<file path="src/hw/mipsDecodePkg.sv">
////////////////////////////////////////
// MIPS decode shared types
////////////////////////////////////////

package mipsDecodePkg;

    // Instruction symbols
    typedef enum logic [7:0] {
        opNop   = 8'd0,
        // R-type arithmetic and logic
        opAdd   = 8'd1,
        opSub   = 8'd2,
        opAddu  = 8'd3,
        opSubu  = 8'd4,
        opAnd   = 8'd5,
        opOr    = 8'd6,
        opXor   = 8'd7,
        opNor   = 8'd8,
        opSlt   = 8'd9,
        opSltu  = 8'd10,
        // R-type shifts
        opSll   = 8'd11,
        opSllv  = 8'd12,
        opSrl   = 8'd13,
        opSrlv  = 8'd14,
        opSra   = 8'd15,
        opSrav  = 8'd16,
        // Register jumps
        opJalr  = 8'd17,
        opJr    = 8'd18,
        // Immediate group
        opAddi  = 8'd19,
        opAddiu = 8'd20,
        opAndi  = 8'd21,
        opOri   = 8'd22,
        opXori  = 8'd23,
        opLui   = 8'd24,
        opSlti  = 8'd25,
        opSltiu = 8'd26,
        // Loads
        opLw    = 8'd27,
        opLh    = 8'd28,
        opLhu   = 8'd29,
        opLb    = 8'd30,
        opLbu   = 8'd31,
        // Stores
        opSw    = 8'd32,
        opSh    = 8'd33,
        opSb    = 8'd34,
        // Branches
        opBeq   = 8'd35,
        opBne   = 8'd36,
        opBlez  = 8'd37,
        opBgtz  = 8'd38,
        opBgez  = 8'd39,
        opBltz  = 8'd40,
        // Absolute jumps
        opJ     = 8'd41,
        opJal   = 8'd42
    } instrOp;

    typedef enum logic [3:0] {
        clsNop    = 4'd0,
        clsAlu    = 4'd1,
        clsAluImm = 4'd2,
        clsShift  = 4'd3,
        clsLoad   = 4'd4,
        clsStore  = 4'd5,
        clsBranch = 4'd6,
        clsJump   = 4'd7
    } instrClass;

    // Machine word handed to a lane
    typedef struct packed {
        logic [31:0] code;
    } decodeReq;

    // Lane result, packs to bits [17:0] of the read word
    typedef struct packed {
        logic      writesReg;
        logic [4:0] destReg;
        instrClass cls;
        instrOp    op;
    } decodeResult;

    // APB register map
    localparam logic [11:0] addrInstr  = 12'h000;
    localparam logic [11:0] addrResult = 12'h004;
    localparam logic [11:0] addrStatus = 12'h008;

    // Width of the status count field
    localparam int CountWidth = 8;

endpackage

</file>
<file path="src/hw/decodeDispatch.sv">
////////////////////////////////////////
// APB slave and lane dispatcher
////////////////////////////////////////
`timescale 1ns/100ps

module decodeDispatch #(
    parameter int NumLanes = 4
) (
    input  logic                                  clk,
    input  logic                                  rst,
    // APB slave
    input  logic                                  psel,
    input  logic                                  penable,
    input  logic                                  pwrite,
    input  logic [11:0]                           paddr,
    input  logic [31:0]                           pwdata,
    output logic [31:0]                           prdata,
    output logic                                  pready,
    output logic                                  pslverr,
    // Lane issue
    output logic [NumLanes-1:0]                   reqValid,
    output mipsDecodePkg::decodeReq               req,
    // Collector side
    input  logic                                  issueOk,
    input  mipsDecodePkg::decodeResult            headResult,
    input  logic [mipsDecodePkg::CountWidth-1:0]  fifoCount,
    input  logic                                  fifoEmpty,
    output logic                                  popReq
);

    localparam int LaneW  = (NumLanes > 1) ? $clog2(NumLanes) : 1;
    localparam int ResW   = $bits(mipsDecodePkg::decodeResult);
    localparam int CountW = mipsDecodePkg::CountWidth;

    logic             access;
    logic             instrWrite;
    logic             resultRead;
    logic             statusRead;
    logic             badWrite;
    logic             badRead;
    logic             issue;
    logic [LaneW-1:0] issuePtr;

    // Access phase decode
    assign access     = psel && penable;
    assign instrWrite = access && pwrite && (paddr == mipsDecodePkg::addrInstr);
    assign resultRead = access && !pwrite && (paddr == mipsDecodePkg::addrResult);
    assign statusRead = access && !pwrite && (paddr == mipsDecodePkg::addrStatus);
    assign badWrite   = access && pwrite && (paddr != mipsDecodePkg::addrInstr);
    assign badRead    = access && !pwrite && (paddr == mipsDecodePkg::addrInstr);

    // Instruction writes stall until the collector has room
    assign issue   = instrWrite && issueOk;
    assign pready  = access && (!instrWrite || issueOk);
    assign pslverr = badWrite || badRead || (resultRead && fifoEmpty);
    assign popReq  = resultRead && !fifoEmpty;

    assign req.code = pwdata;

    always_comb
    begin
        reqValid = '0;
        if (issue)
        begin
            reqValid[issuePtr] = 1'b1;
        end
    end

    // Read data mux
    always_comb
    begin
        prdata = '0;
        if (resultRead)
        begin
            prdata = {{(32 - ResW){1'b0}}, headResult};
        end
        else if (statusRead)
        begin
            prdata = {{(32 - CountW){1'b0}}, fifoCount};
        end
    end

    // Round-robin lane pointer
    always_ff @(posedge clk)
    begin
        if (rst)
        begin
            issuePtr <= '0;
        end
        else if (issue)
        begin
            if (issuePtr == LaneW'(NumLanes - 1))
            begin
                issuePtr <= '0;
            end
            else
            begin
                issuePtr <= issuePtr + 1'b1;
            end
        end
    end

endmodule

</file>
<file path="src/hw/instrDecoder.sv">
////////////////////////////////////////
// MIPS decode lane
////////////////////////////////////////
`timescale 1ns/100ps

module instrDecoder (
    input  logic                       clk,
    input  logic                       rst,
    input  logic                       reqValid,
    input  mipsDecodePkg::decodeReq    req,
    output logic                       resValid,
    output mipsDecodePkg::decodeResult res
);

    logic [5:0] opcode;
    logic [4:0] rt;
    logic [4:0] rd;
    logic [5:0] funct;

    mipsDecodePkg::instrOp      op;
    mipsDecodePkg::instrClass   cls;
    logic [4:0]                 dest;
    logic                       hasDest;
    mipsDecodePkg::decodeResult decoded;

    // Word fields
    assign opcode = req.code[31:26];
    assign rt     = req.code[20:16];
    assign rd     = req.code[15:11];
    assign funct  = req.code[5:0];

    // R-type by funct
    function automatic mipsDecodePkg::instrOp functOp(input logic [5:0] f);
        case (f)
            6'b100000: functOp = mipsDecodePkg::opAdd;
            6'b100010: functOp = mipsDecodePkg::opSub;
            6'b100001: functOp = mipsDecodePkg::opAddu;
            6'b100011: functOp = mipsDecodePkg::opSubu;
            6'b100100: functOp = mipsDecodePkg::opAnd;
            6'b100101: functOp = mipsDecodePkg::opOr;
            6'b100110: functOp = mipsDecodePkg::opXor;
            6'b100111: functOp = mipsDecodePkg::opNor;
            6'b101010: functOp = mipsDecodePkg::opSlt;
            6'b101011: functOp = mipsDecodePkg::opSltu;
            6'b000000: functOp = mipsDecodePkg::opSll;
            6'b000100: functOp = mipsDecodePkg::opSllv;
            6'b000010: functOp = mipsDecodePkg::opSrl;
            6'b000110: functOp = mipsDecodePkg::opSrlv;
            6'b000011: functOp = mipsDecodePkg::opSra;
            6'b000111: functOp = mipsDecodePkg::opSrav;
            6'b001001: functOp = mipsDecodePkg::opJalr;
            6'b001000: functOp = mipsDecodePkg::opJr;
            default:   functOp = mipsDecodePkg::opNop;
        endcase
    endfunction

    // I and J types by opcode
    function automatic mipsDecodePkg::instrOp opcodeOp(input logic [5:0] o);
        case (o)
            6'b001000: opcodeOp = mipsDecodePkg::opAddi;
            6'b001001: opcodeOp = mipsDecodePkg::opAddiu;
            6'b001100: opcodeOp = mipsDecodePkg::opAndi;
            6'b001101: opcodeOp = mipsDecodePkg::opOri;
            6'b001110: opcodeOp = mipsDecodePkg::opXori;
            6'b001111: opcodeOp = mipsDecodePkg::opLui;
            6'b001010: opcodeOp = mipsDecodePkg::opSlti;
            6'b001011: opcodeOp = mipsDecodePkg::opSltiu;
            6'b100011: opcodeOp = mipsDecodePkg::opLw;
            6'b100001: opcodeOp = mipsDecodePkg::opLh;
            6'b100101: opcodeOp = mipsDecodePkg::opLhu;
            6'b100000: opcodeOp = mipsDecodePkg::opLb;
            6'b100100: opcodeOp = mipsDecodePkg::opLbu;
            6'b101011: opcodeOp = mipsDecodePkg::opSw;
            6'b101001: opcodeOp = mipsDecodePkg::opSh;
            6'b101000: opcodeOp = mipsDecodePkg::opSb;
            6'b000100: opcodeOp = mipsDecodePkg::opBeq;
            6'b000101: opcodeOp = mipsDecodePkg::opBne;
            6'b000110: opcodeOp = mipsDecodePkg::opBlez;
            6'b000111: opcodeOp = mipsDecodePkg::opBgtz;
            6'b000010: opcodeOp = mipsDecodePkg::opJ;
            6'b000011: opcodeOp = mipsDecodePkg::opJal;
            default:   opcodeOp = mipsDecodePkg::opNop;
        endcase
    endfunction

    function automatic mipsDecodePkg::instrClass classOf(input mipsDecodePkg::instrOp o);
        if (o == mipsDecodePkg::opNop)
            classOf = mipsDecodePkg::clsNop;
        else if (o <= mipsDecodePkg::opSltu)
            classOf = mipsDecodePkg::clsAlu;
        else if (o <= mipsDecodePkg::opSrav)
            classOf = mipsDecodePkg::clsShift;
        else if (o <= mipsDecodePkg::opJr)
            classOf = mipsDecodePkg::clsJump;
        else if (o <= mipsDecodePkg::opSltiu)
            classOf = mipsDecodePkg::clsAluImm;
        else if (o <= mipsDecodePkg::opLbu)
            classOf = mipsDecodePkg::clsLoad;
        else if (o <= mipsDecodePkg::opSb)
            classOf = mipsDecodePkg::clsStore;
        else if (o <= mipsDecodePkg::opBltz)
            classOf = mipsDecodePkg::clsBranch;
        else
            classOf = mipsDecodePkg::clsJump;
    endfunction

    // Symbol select, regimm only knows BGEZ and BLTZ
    always_comb
    begin
        if (req.code == 32'h0000_0000)
            op = mipsDecodePkg::opNop;
        else if (opcode == 6'b000000)
            op = functOp(funct);
        else if (opcode == 6'b000001)
            op = (rt == 5'd1) ? mipsDecodePkg::opBgez :
                 (rt == 5'd0) ? mipsDecodePkg::opBltz : mipsDecodePkg::opNop;
        else
            op = opcodeOp(opcode);
    end

    assign cls = classOf(op);

    // Destination register
    always_comb
    begin
        dest    = 5'd0;
        hasDest = 1'b0;
        if ((cls == mipsDecodePkg::clsAlu) || (cls == mipsDecodePkg::clsShift) ||
            (op == mipsDecodePkg::opJalr))
        begin
            dest    = rd;
            hasDest = 1'b1;
        end
        else if ((cls == mipsDecodePkg::clsAluImm) || (cls == mipsDecodePkg::clsLoad))
        begin
            dest    = rt;
            hasDest = 1'b1;
        end
        else if (op == mipsDecodePkg::opJal)
        begin
            // Link register
            dest    = 5'd31;
            hasDest = 1'b1;
        end
    end

    assign decoded.op        = op;
    assign decoded.cls       = cls;
    assign decoded.destReg   = dest;
    assign decoded.writesReg = hasDest && (dest != 5'd0);

    always_ff @(posedge clk)
    begin
        if (rst)
            resValid <= 1'b0;
        else
            resValid <= reqValid;
    end

    always_ff @(posedge clk)
    begin
        if (reqValid)
            res <= decoded;
    end

endmodule

</file>
<file path="src/hw/decodeCollect.sv">
////////////////////////////////////////
// In-order result collector
////////////////////////////////////////
`timescale 1ns/100ps

module decodeCollect #(
    parameter int NumLanes  = 4,
    parameter int FifoDepth = 8
) (
    input  logic                                          clk,
    input  logic                                          rst,
    input  logic [NumLanes-1:0]                           resValid,
    input  mipsDecodePkg::decodeResult [NumLanes-1:0]     res,
    input  logic                                          popReq,
    output logic                                          issueOk,
    output mipsDecodePkg::decodeResult                    headResult,
    output logic [mipsDecodePkg::CountWidth-1:0]          fifoCount,
    output logic                                          fifoEmpty
);

    localparam int LaneW  = (NumLanes > 1) ? $clog2(NumLanes) : 1;
    localparam int PtrW   = (FifoDepth > 1) ? $clog2(FifoDepth) : 1;
    localparam int CntW   = $clog2(FifoDepth + 1);
    localparam int CountW = mipsDecodePkg::CountWidth;

    mipsDecodePkg::decodeResult mem [FifoDepth];

    logic [LaneW-1:0] lanePtr;
    logic [PtrW-1:0]  wrPtr;
    logic [PtrW-1:0]  rdPtr;
    logic [CntW-1:0]  count;
    logic [LaneW:0]   inFlight;
    logic             push;
    logic             pop;

    assign push = resValid[lanePtr];
    assign pop  = popReq && (count != '0);

    // Lane results not yet in storage
    always_comb
    begin
        inFlight = '0;
        for (int i = 0; i < NumLanes; i++)
        begin
            inFlight = inFlight + (LaneW + 1)'(resValid[i]);
        end
    end

    assign issueOk    = (32'(count) + 32'(inFlight)) < 32'(FifoDepth);
    assign headResult = mem[rdPtr];
    assign fifoCount  = CountW'(count);
    assign fifoEmpty  = (count == '0);

    always_ff @(posedge clk)
    begin
        if (push)
        begin
            mem[wrPtr] <= res[lanePtr];
        end
    end

    always_ff @(posedge clk)
    begin
        if (rst)
        begin
            lanePtr <= '0;
            wrPtr   <= '0;
            rdPtr   <= '0;
            count   <= '0;
        end
        else
        begin
            // Follow the dispatcher's lane order
            if (push)
            begin
                lanePtr <= (lanePtr == LaneW'(NumLanes - 1)) ? '0 : lanePtr + 1'b1;
                wrPtr   <= (wrPtr == PtrW'(FifoDepth - 1)) ? '0 : wrPtr + 1'b1;
            end
            if (pop)
            begin
                rdPtr <= (rdPtr == PtrW'(FifoDepth - 1)) ? '0 : rdPtr + 1'b1;
            end
            if (push && !pop)
                count <= count + 1'b1;
            else if (pop && !push)
                count <= count - 1'b1;
        end
    end

endmodule

</file>
<file path="src/hw/decodeTop.sv">
////////////////////////////////////////
// MIPS decode accelerator top
////////////////////////////////////////
`timescale 1ns/100ps

module decodeTop #(
    parameter int NumLanes  = 4,
    parameter int FifoDepth = 8
) (
    input  logic        clk,
    input  logic        rst,
    input  logic        psel,
    input  logic        penable,
    input  logic        pwrite,
    input  logic [11:0] paddr,
    input  logic [31:0] pwdata,
    output logic [31:0] prdata,
    output logic        pready,
    output logic        pslverr
);

    logic [NumLanes-1:0]                        reqValid;
    mipsDecodePkg::decodeReq                    req;
    logic [NumLanes-1:0]                        resValid;
    mipsDecodePkg::decodeResult [NumLanes-1:0]  res;
    logic                                       issueOk;
    mipsDecodePkg::decodeResult                 headResult;
    logic [mipsDecodePkg::CountWidth-1:0]       fifoCount;
    logic                                       fifoEmpty;
    logic                                       popReq;

    decodeDispatch #(
        .NumLanes(NumLanes)
    ) i_dispatch (
        .clk        (clk),
        .rst        (rst),
        .psel       (psel),
        .penable    (penable),
        .pwrite     (pwrite),
        .paddr      (paddr),
        .pwdata     (pwdata),
        .prdata     (prdata),
        .pready     (pready),
        .pslverr    (pslverr),
        .reqValid   (reqValid),
        .req        (req),
        .issueOk    (issueOk),
        .headResult (headResult),
        .fifoCount  (fifoCount),
        .fifoEmpty  (fifoEmpty),
        .popReq     (popReq)
    );

    // All lanes share the request bus
    for (genvar g = 0; g < NumLanes; g++)
    begin : gLane
        instrDecoder i_lane (
            .clk      (clk),
            .rst      (rst),
            .reqValid (reqValid[g]),
            .req      (req),
            .resValid (resValid[g]),
            .res      (res[g])
        );
    end

    decodeCollect #(
        .NumLanes  (NumLanes),
        .FifoDepth (FifoDepth)
    ) i_collect (
        .clk        (clk),
        .rst        (rst),
        .resValid   (resValid),
        .res        (res),
        .popReq     (popReq),
        .issueOk    (issueOk),
        .headResult (headResult),
        .fifoCount  (fifoCount),
        .fifoEmpty  (fifoEmpty)
    );

endmodule

</file>
<file path="config.mk">
export PLATFORM = sky130hd
export DESIGN_NAME = decodeTop
export DESIGN_NICKNAME = d
export VERILOG_FILES = /design/src/hw/mipsDecodePkg.sv /design/src/hw/decodeDispatch.sv /design/src/hw/instrDecoder.sv /design/src/hw/decodeCollect.sv /design/src/hw/decodeTop.sv
export SDC_FILE = /design/constraint.sdc
export NUM_CORES = 1
export LEC_CHECK = 0
export BUFFER_PORTS_ARGS = -buffer_cell sky130_fd_sc_hd__buf_4
export CAP_MARGIN = 10
export CORE_ASPECT_RATIO = 1.75
export CORE_MARGIN = 1.5
export CORE_UTILIZATION = 55
export DETAILED_ROUTE_END_ITERATION = 10
export MAX_ROUTING_LAYER = met4
export PLACE_DENSITY = 0.73
export REMOVE_ABC_BUFFERS = 1
export SLEW_MARGIN = 30
export SYNTH_ARGS = -nofsm -noshare
export SYNTH_HDL_FRONTEND = slang
export SYNTH_HIERARCHICAL = 1
export SYNTH_MEMORY_MAX_BITS = 65536
export SYNTH_SLANG_ARGS = --single-unit
</file>
<file path="constraint.sdc">
create_clock -name clk -period 3.8 [get_ports clk]
set_input_delay 0 -clock clk [delete_from_list [all_inputs] [get_ports clk]]
set_output_delay 0 -clock clk [all_outputs]
set_load 0.01 [all_outputs]
</file>
* Word level (Yosys, flattened, before mapping)
Memories as Yosys holds them, arrays and structs flattened. A register that Yosys moved wholly into a read port is not among the register bits.
Index checks and enable logic that the tools add are counted.
** Storage, ports and cells
- Output and inout port bits :: 34
- Memories :: 9
- Memory bits (read-only) :: 2816
- Bits in writable memories :: 144
- Logic and storage cells :: 253
- Register bits after elaboration :: 90
- Input port bits :: 49
** Memories
- (name not given) :: depth 64, bits a word 6, rd ports 1, clocked after memory_dff 0, write ports 0, line instrDecoder.sv:59 : case (o)
- (name not given) :: depth 64, bits a word 6, rd ports 1, clocked after memory_dff 0, write ports 0, line instrDecoder.sv:59
- (name not given) :: depth 64, bits a word 6, rd ports 1, clocked after memory_dff 0, write ports 0, line instrDecoder.sv:59
- (name not given) :: depth 64, bits a word 6, rd ports 1, clocked after memory_dff 0, write ports 0, line instrDecoder.sv:59
- (name not given) :: depth 64, bits a word 5, rd ports 1, clocked after memory_dff 0, write ports 0, line instrDecoder.sv:34 : case (f)
- (name not given) :: depth 64, bits a word 5, rd ports 1, clocked after memory_dff 0, write ports 0, line instrDecoder.sv:34
- +3 memories
** Operators by class
- Magnitude comparators :: 32
- Reductions and logical operators :: 56
- Multiplexer cells :: 89
- Eq/ne operators :: 32
- $add $sub $neg :: 10
** Operators with widths (count)
- 8-bit by 5-bit less-or-equal comparator with 1-bit output, second input constant :: 16
- 4-bit 2-to-1 mux :: 32
- 8-bit 2-to-1 mux :: 13
- 8-bit by 6-bit less-or-equal comparator with 1-bit output, second input constant :: 8
- 5-bit 2-to-1 mux :: 12
- 18-bit binary-select mux with 2-bit select :: 1
- 4-bit by 2-bit == test with 1-bit output, second input constant :: 8
- 8-bit by 5-bit == test with 1-bit output, second input constant :: 4
- 8-bit by 6-bit == test with 1-bit output, second input constant :: 4
- 8-bit by 4-bit less-or-equal comparator with 1-bit output, second input constant :: 4
- 32-bit zero test :: 1
- 8-bit zero test :: 4
- 32-bit by 4-bit < comparator with 1-bit output, second input constant :: 1
- 32-bit 2-to-1 mux :: 1
- 1-bit logical AND :: 20
- 1-bit 2-to-1 mux :: 20
- 5-bit nonzero test :: 4
- 18-bit 2-to-1 mux :: 1
- 4-bit by 1-bit == test with 1-bit output, second input constant :: 4
- 4-bit by 3-bit == test with 1-bit output, second input constant :: 4
- 1-bit logical OR :: 15
- 12-bit by 3-bit == test with 1-bit output, second input constant :: 1
- 12-bit by 4-bit == test with 1-bit output, second input constant :: 1
- 12-bit zero test :: 1
- 25 further kinds :: 39

* Depth between registers and ports, before layout
Gate-level depths: netlist of the first run.
- Depth in word-level cells :: 21
- Mapped depth :: 12
- Depth with buffers taken out :: 12

* Cells and area by module
Netlist of the first run, hierarchy kept.
** Modules (own cells, without submodules)
- decodeCollect :: area an instance 6866.6 um^2, instances 1, sequential area each 4624.4 um^2, cells an instance 325
- instrDecoder at gLane[1].i_lane ... :: area an instance 1722.9 um^2, instances 2, sequential area each 470.5 um^2, cells an instance 193
- instrDecoder at gLane[3].i_lane :: area an instance 1700.4 um^2, instances 1, sequential area each 470.5 um^2, cells an instance 183
- instrDecoder at gLane[0].i_lane :: area an instance 1644.1 um^2, instances 1, sequential area each 470.5 um^2, cells an instance 169
- decodeDispatch :: area an instance 863.3 um^2, instances 1, sequential area each 40.0 um^2, cells an instance 114

* Worst setup path before layout of the first run
No wires, ideal clock.
- Path type :: reg-to-reg
- Start :: register gLane[0].i_lane.resValid
- End :: register, netlist name gLane[3].i_lane/res[0]
- Path buffers :: 0
- Slack :: 1.035 ns
- Arrival :: 2.392 ns
- Library setup time :: 0.373 ns
- Required time :: 3.427 ns
- Cell stages (with the launch flop) :: 9
- Clock period less this slack :: 2.765 ns
- Cells stage by stage :: dfxtp_1 > fa_1 > ha_1 > a21o_1 > a21o_1 > a21oi_1 > nand3_1 > nor3_2 > and2_1
** Between the ends
- Longest elaborated chain between the ends :: 7
** RTL lines
- start, declared :: line instrDecoder.sv:11 : output logic resValid,
- start signal, assigned :: line instrDecoder.sv:157 : resValid <= reqValid;
- 1-bit by 1-bit adder with 2-bit output :: line decodeCollect.sv:45 : inFlight = inFlight + (LaneW + 1)'(resValid[i]);
- 3-bit by 1-bit adder with 3-bit output (2 in a row) :: line decodeCollect.sv:45
- 4-bit by 3-bit adder with 5-bit output :: line decodeCollect.sv:49 : assign issueOk = (32'(count) + 32'(inFlight)) < 32'(FifoDepth);
- 32-bit by 4-bit < comparator with 1-bit output :: line decodeCollect.sv:49
- via issueOk :: line decodeTop.sv:26 : logic issueOk;
- 1-bit logical AND :: line decodeDispatch.sv:53 : assign issue = instrWrite && issueOk;
- 4-bit 2-to-1 mux :: line decodeDispatch.sv:63 : if (issue)
- via reqValid[3] :: line decodeTop.sv:22 : logic [NumLanes-1:0] reqValid;
The timed path passes the listed nets, and every way through them passes these cells.
A chain may end at the register's enable or synchronous reset.

==> results of run 1 <==
## state kept, by name, summed over array words and instances (netlist names), named ones only
| register | flops |
|---|---|
| i_collect/wrPtr | 3 |
| i_collect/mem | 144 |
| gLane.i_lane/resValid | 4 |
| gLane.i_lane/res | 60 |
| i_collect/count | 4 |
| i_dispatch/issuePtr | 2 |
| i_collect/lanePtr | 2 |
| i_collect/rdPtr | 3 |
## per-layer routing
metal | vias up | global-route usage (%)
met5 | - | -
met4 | 0 | 14.3
met3 | 100 | 1.86
met2 | 285 | 46.2
met1 | 4707 | 25.6
li1 | 4531 | -
## worst reg2reg max path, delay by kind of cell (launching register included)
kind	cells	cell delay (ns)
adders and majority gates	2	0.79
and+or+nand+nor	3	0.66
AOI/OAI and AO/OA	3	0.57
DFF	1	0.34
buffers and inverters	1	0.26
## layout by cell type (no fill, tap or decap), drive strengths merged, types with 32 or more instances in the layout
cell type,count
inv,58
mux4,59
a21oi,32
nor3,35
nand2,35
o21ai,47
edfxtp,204
nor2,93
ha,62
buf,89
## power by group through the flow
stage	Sequential (uW)	Combinational, uW	Clock (uW)
3_5_place_dp	2740	641	0
3_3_place_gp	2740	627	0
4_1_cts	2690	655	1990
2_1_floorplan	2740	395	0
5_1_grt	2680	724	2080
6_report	2690	667	1960
## layout make-up
class | instances | area share [%]
multi-input combinational | 800 | 45.2
clock buffer | 24 | 3.42
timing repair buffer | 99 | 4.91
inverter | 60 | 1.44
tap | 320 | 2.56
sequential | 225 | 41.8
clock inverter | 9 | 0.624
## worst paths after layout
kind / startpoint / end / slack (ns) / depth (start not counted)
setup / recovery: pwdata[19] / gLane[0].i_lane/res[14] / 0.41 / 10
hold / removal: pwdata[18] / gLane[2].i_lane/res[17] / 0.02 / 3
setup reg to reg: gLane[0].i_lane/resValid / gLane[2].i_lane/res[9] / 0.86 / 9
hold reg to reg: i_dispatch/issuePtr[1] / i_dispatch/issuePtr[1] / 0.52 / 2
## stage by stage
step,util (%),worst slack (ns),cell area [sq um],std cells
6_report,60.3,0.409,15600,1537
4_1_cts,60.2,0.492,15600,1537
3_5_place_dp,57.4,0.529,14900,1494
2_1_floorplan,-,0.410,13800,1085
3_3_place_gp,57.4,0.629,14900,1494
5_1_grt,60.3,0.366,15600,1537
## timing repair
item | CTS | global route
endpoints found under the hold margin | 37 | 0
hold buffers | 10 | 0
gates resized for setup | 0 | 0
## cell families (layout without fill, tap and decap cells)
| logic type | count (synthesis) | in the layout | share of synthesized area, % |
|---|---|---|---|
| AO/OA/AOI/OAI | 239 | 239 | 13.3 |
| XOR/XNOR | 10 | 10 | 0.603 |
| adder cells (fa/ha/maj) | 67 | 67 | 5.85 |
| buffers and inverters | 176 | 192 | 7.07 |
| flip-flops | 225 | 225 | 45.1 |
| multiplexers | 100 | 100 | 13.1 |
| other | 6 | 30 | 0.155 |
| AND/OR/NAND/NOR | 354 | 354 | 14.8 |
==> flow_metrics.py, run 1 <==
metrics = {
    "status": {
        "status": "finished with violations",
        "violations": "DRC",
    },
    "place": {
        "port_buffers": 68,
        "dp_hpwl_um": 23500,
        "place_congestion": 0.880,
    },
    "yosys": {
        "seq_area_frac_synth_pct": 45.1,
        "yosys_warnings": 6,
        "syn_inst": 1177,
        "ys_async_sr_fraction_pct": 0,
        "synthTopCellsByCount": "edfxtp_1, nor2_1, buf_4",
        "synthTopCellsByArea": "edfxtp_1, mux4_1, ha_1",
        "synthMostInstantiatedCell": "edfxtp_1",
        "syn_area_sq_um": 14500,
        "synth_top_cell_area_share_pct": 42.2,
        "syn_avg_cell_area_sq_um": 12.3,
        "yosysTopAreaCell": "edfxtp_1",
        "synth.distinct_cells": 109,
        "synth_edf_count": 204,
        "synth_top_flop_cell": "edfxtp_1",
        "ys_ff_latch": 225,
    },
    "floorplan": {
        "fp.coreArea_sq_um": 26000,
        "pin_count": 83,
        "die_area_sq_um": 27400,
        "row_count": 78,
        "fp.dieH_um": 218,
        "die_w_um": 126,
        "start_util_pct": 55.9,
    },
    "global_route": {
        "overflow": 0,
        "grt_pass1_wl_um": 51500,
        "grt_pass1_vias": 9445,
        "grt_usage_pct": 24.9,
        "antenna_found_initial": 0,
        "grt_max_degree": 68,
    },
    "finish": {
        "antenna_cells": 0,
        "area_delta_synth_final_pct": 7.77,
        "multi_input_area_sq_um": 7070,
        "drive_above_1_share_pct": 20.0,
        "num-nets-final": 1318,
        "seq_area_sq_um": 6550,
        "nFillCells": 2086,
    },
    "clock_tree": {
        "insertion_delay_ns": 0.48,
        "h-tree-depth": 1,
        "cts.path.max_buffers": 3,
        "cts_setup_buffers": 0,
        "path_clk_slew_ns": 0.07,
        "cts_root_buf": "clkbuf_16",
        "cts_tree": "done",
        "cts-buffers-inserted": 19,
        "clock-sinks": 225,
    },
    "critical_path": {
        "worst-path-buf-inv": 3,
        "worst_path_max_delay_cell": "or4_4",
        "worstSetupPathType": "in -> reg",
        "cp.required_ns": 4.15,
        "critPathMostFrequentCell": "dlygate4sd3_1",
        "crit_chain": "dlygate4sd3_1, buf_4, or4_4, nor2_1, and4_1, o21bai_2, o21ai_0, nor3_2, a221o_2, dlygate4sd3_1",
        "crit_path_max_fanout": 12,
        "critPathMaxStageDelay_ns": 0.57,
        "cp-start-kind": "input port",
        "arrival_ns": 3.74,
        "path_delay_family": "simple AND/OR/NAND/NOR gates",
        "end_kind": "register",
    },
    "route": {
        "routed.top_layer": "met4",
        "drtIter0Drc": 660,
        "wl_met3_um": 1110,
        "wl_met1_um": 11800,
        "viasPerCell": 6.26,
        "drc": 2,
        "vias": 9623,
        "postRouteWirelength_um": 33000,
        "drtAntennaViolNets": 0,
        "met2_length_um": 18000,
        "firstDrtPassIters": 10,
        "wl_per_cell_um": 21.5,
    },
    "power_and_ir_drop": {
        "power.total_uw": 5310,
        "ir_drop_mv": 0.235,
        "p_comb_share_pct": 12.5,
        "clock_power_share_pct": 36.9,
        "leakage_uw": 0.00564,
        "pwr-share-seq_pct": 50.6,
        "p_int_uw": 4080,
        "power_density_nw_per_um2": 340,
        "swShare_pct": 23.1,
        "p_sw_uw": 1230,
    },
    "timing": {
        "slew_headroom_pct": 44.1,
        "worstMarginPinSlew_ns": 0.839,
        "setup_viol": 0,
        "period_share_pct": 89.2,
        "fmax_mhz": 295,
        "timing.clock.skew_ns": 0.0106,
        "rsz0062_at_grt": "no",
        "slew_violations": 0,
        "fin_tns_setup_ns": 0,
        "hold_viol_final": 0,
        "hold_slack_ns": 0.0198,
        "fin_crit_ns": 3.39,
    },
    "min_path": {
        "hp-class": "in -> reg",
    },
    "run": {
        "maxCapViolCount": 0,
    },
}
(Power assumes the default switching activity.)
==> inputs of run 2 (changes only) <==
--- a/config.mk
+++ b/config.mk
@@ -9,10 +9,11 @@
 export CAP_MARGIN = 10
 export CORE_ASPECT_RATIO = 1.75
 export CORE_MARGIN = 1.5
-export CORE_UTILIZATION = 55
+export CORE_UTILIZATION = 53
 export DETAILED_ROUTE_END_ITERATION = 10
 export MAX_ROUTING_LAYER = met4
-export PLACE_DENSITY = 0.73
+export PLACE_DENSITY = 0.71
+export RECOVER_POWER = 50
 export REMOVE_ABC_BUFFERS = 1
 export SLEW_MARGIN = 30
 export SYNTH_ARGS = -nofsm -noshare
==> run 2 against run 1 <==
  * The run ends with DRC, capacitance limit, slew limit left
  * First-iteration DRC count down 8.9%
  * Maximum frequency shrank 0.52%
  * Cell count is 3.3% higher
  * Sequential share of layout area is 0.22 points higher
  * Clock skew rose by 0.018 ns
  * Worst setup slack worse by 0.018 ns
  * Largest cell class unchanged
  * Global-route usage shrank 0.43 points
==> flow_metrics.py, run 2 (synthesis gave the netlist of run 1 again) <==
metrics = {
    "power_and_ir_drop": {
        "ir_drop_mv": 0.334,
        "leakage_uw": 0.00556,
        "power_density_nw_per_um2": 331,
    },
    "route": {
        "viasPerCell": 6.07,
        "drtIter0Drc": 601,
        "wl_per_cell_um": 20.9,
        "vias": 9638,
        "drtAntennaViolNets": 0,
        "firstDrtPassIters": 8,
        "drc": 1,
        "postRouteWirelength_um": 33200,
    },
    "critical_path": {
        "worstSetupPathType": "in -> reg",
        "arrival_ns": 3.78,
        "end_kind": "register",
        "crit_path_max_fanout": 14,
        "r2r_cells": 8,
        "cp-start-kind": "input port",
        "cp.required_ns": 4.17,
    },
    "timing": {
        "rsz0062_at_grt": "no",
        "period_share_pct": 89.7,
        "fin_crit_ns": 3.41,
        "timing.clock.skew_ns": 0.0283,
        "slew_violations": 31,
        "hold_viol_final": 0,
        "slew_headroom_pct": -21.7,
        "worstMarginPinSlew_ns": 1.83,
        "hold_slack_ns": 0.0156,
        "fmax_mhz": 293,
        "fin_tns_setup_ns": 0,
        "setup_viol": 0,
    },
    "clock_tree": {
        "path_clk_slew_ns": 0.07,
        "cts_root_buf": "clkbuf_16",
        "cts_tree": "done",
        "clock-sinks": 225,
        "cts_resized": 0,
        "cts-buffers-inserted": 18,
        "insertion_delay_ns": 0.50,
        "cts.path.max_buffers": 3,
        "h-tree-depth": 1,
    },
    "floorplan": {
        "die_area_sq_um": 28400,
        "fp.coreArea_sq_um": 27100,
        "fp.dieH_um": 222,
        "pin_count": 83,
        "row_count": 80,
        "start_util_pct": 53.5,
        "die_w_um": 128,
    },
    "global_route": {
        "overflow": 0,
        "grt_pass1_vias": 9485,
        "grt_usage_pct": 24.4,
        "grt_pass1_wl_um": 52100,
        "grt_max_degree": 49,
        "antenna_found_initial": 0,
    },
    "finish": {
        "num-nets-final": 1320,
        "final_common_cell": "edfxtp_1",
        "nFillCells": 2247,
        "antenna_cells": 0,
        "top_regs": "i_collect/mem x144, gLane.i_lane/res x60",
        "regMostFlops": "i_collect/mem",
        "area_delta_synth_final_pct": 7.22,
        "largest_register_ffs": 144,
        "drive_above_1_share_pct": 18.4,
        "final_cell_mix": "edfxtp_1, nor2_1, buf_4, ha_1, inv_1",
    },
    "status": {
        "violations": "DRC, capacitance limit, slew limit",
        "status": "finished with violations",
    },
    "min_path": {
        "hp-class": "in -> reg",
        "worstHoldPathCells": 5,
    },
    "place": {
        "port_buffers": 68,
        "place_congestion": 0.886,
        "dp_hpwl_um": 24000,
    },
    "run": {
        "maxCapViolCount": 2,
    },
}
run 2: layer usage:
layer | track usage (%) | vias to the layer above | share of wire (%)
met5 | - | - | 0
met4 | 10.6 | 0 | 4.8
met3 | 1.33 | 69 | 2.6
met2 | 46.9 | 251 | 56
met1 | 25.1 | 4776 | 36
li1 | - | 4542 | -
run 2: through the flow:
| step | worst slack (ns) | power [uW] | util [%] | area, sq um | instances |
|---|---|---|---|---|---|
| after floorplan | 0.410 | 3140 | - | 13800 | 1085 |
| after detailed placement | 0.464 | 3380 | 55.2 | 15000 | 1543 |
| after CTS | 0.452 | 5180 | 57.7 | 15700 | 1588 |
| after global placement | 0.576 | 3370 | 55.2 | 15000 | 1543 |
| final | 0.391 | 5160 | 57.4 | 15600 | 1588 |
| after global routing | 0.277 | 5340 | 57.4 | 15600 | 1588 |
run 2: worst max-delay path, cell delays in order:
cell	delay [ns]
dlygate4sd3_1	0.53
buf_4	0.20
or4_4	0.60
nor2_1	0.14
and4_1	0.54
o21bai_2	0.25
o21ai_0	0.17
nor3_2	0.58
a221o_2	0.21
dlygate4sd3_1	0.53
run 2: worst paths after layout:
check | start | end | slack, ns
min reg2reg | i_dispatch/issuePtr[1] | i_dispatch/issuePtr[1] | 0.53
min | paddr[6] | i_dispatch/issuePtr[1] | 0.02
max reg2reg | i_collect/count[0] | i_collect/count[3] | 0.65
max | pwdata[17] | gLane[0].i_lane/res[13] | 0.39
run 2: final cells by class:
type                            instances  area (sq um)  share of cell area [%]
Clock buffer                           23           479                    3.08
Timing Repair Buffer                  102           776                    4.98
Multi-Input combinational cell        800          6990                    44.9
Sequential cell                       225          6550                    42.1
Inverter                               60           225                    1.45
Clock inverter                          9          85.1                   0.546
Tap cell                              369           462                    2.97
run 2: power breakdown:
part | internal, uW | switching, uW | total [uW]
Clock | 974 | 835 | 1810
Sequential | 2690 | 0.00634 | 2690
Combinational | 263 | 402 | 665
Total | 3920 | 1240 | 5160
run 2: timing repair:
action | CTS | global route
hold buffers | 13 | 0
hold endpoints to repair | 39 | 0
setup buffers | 0 | 0
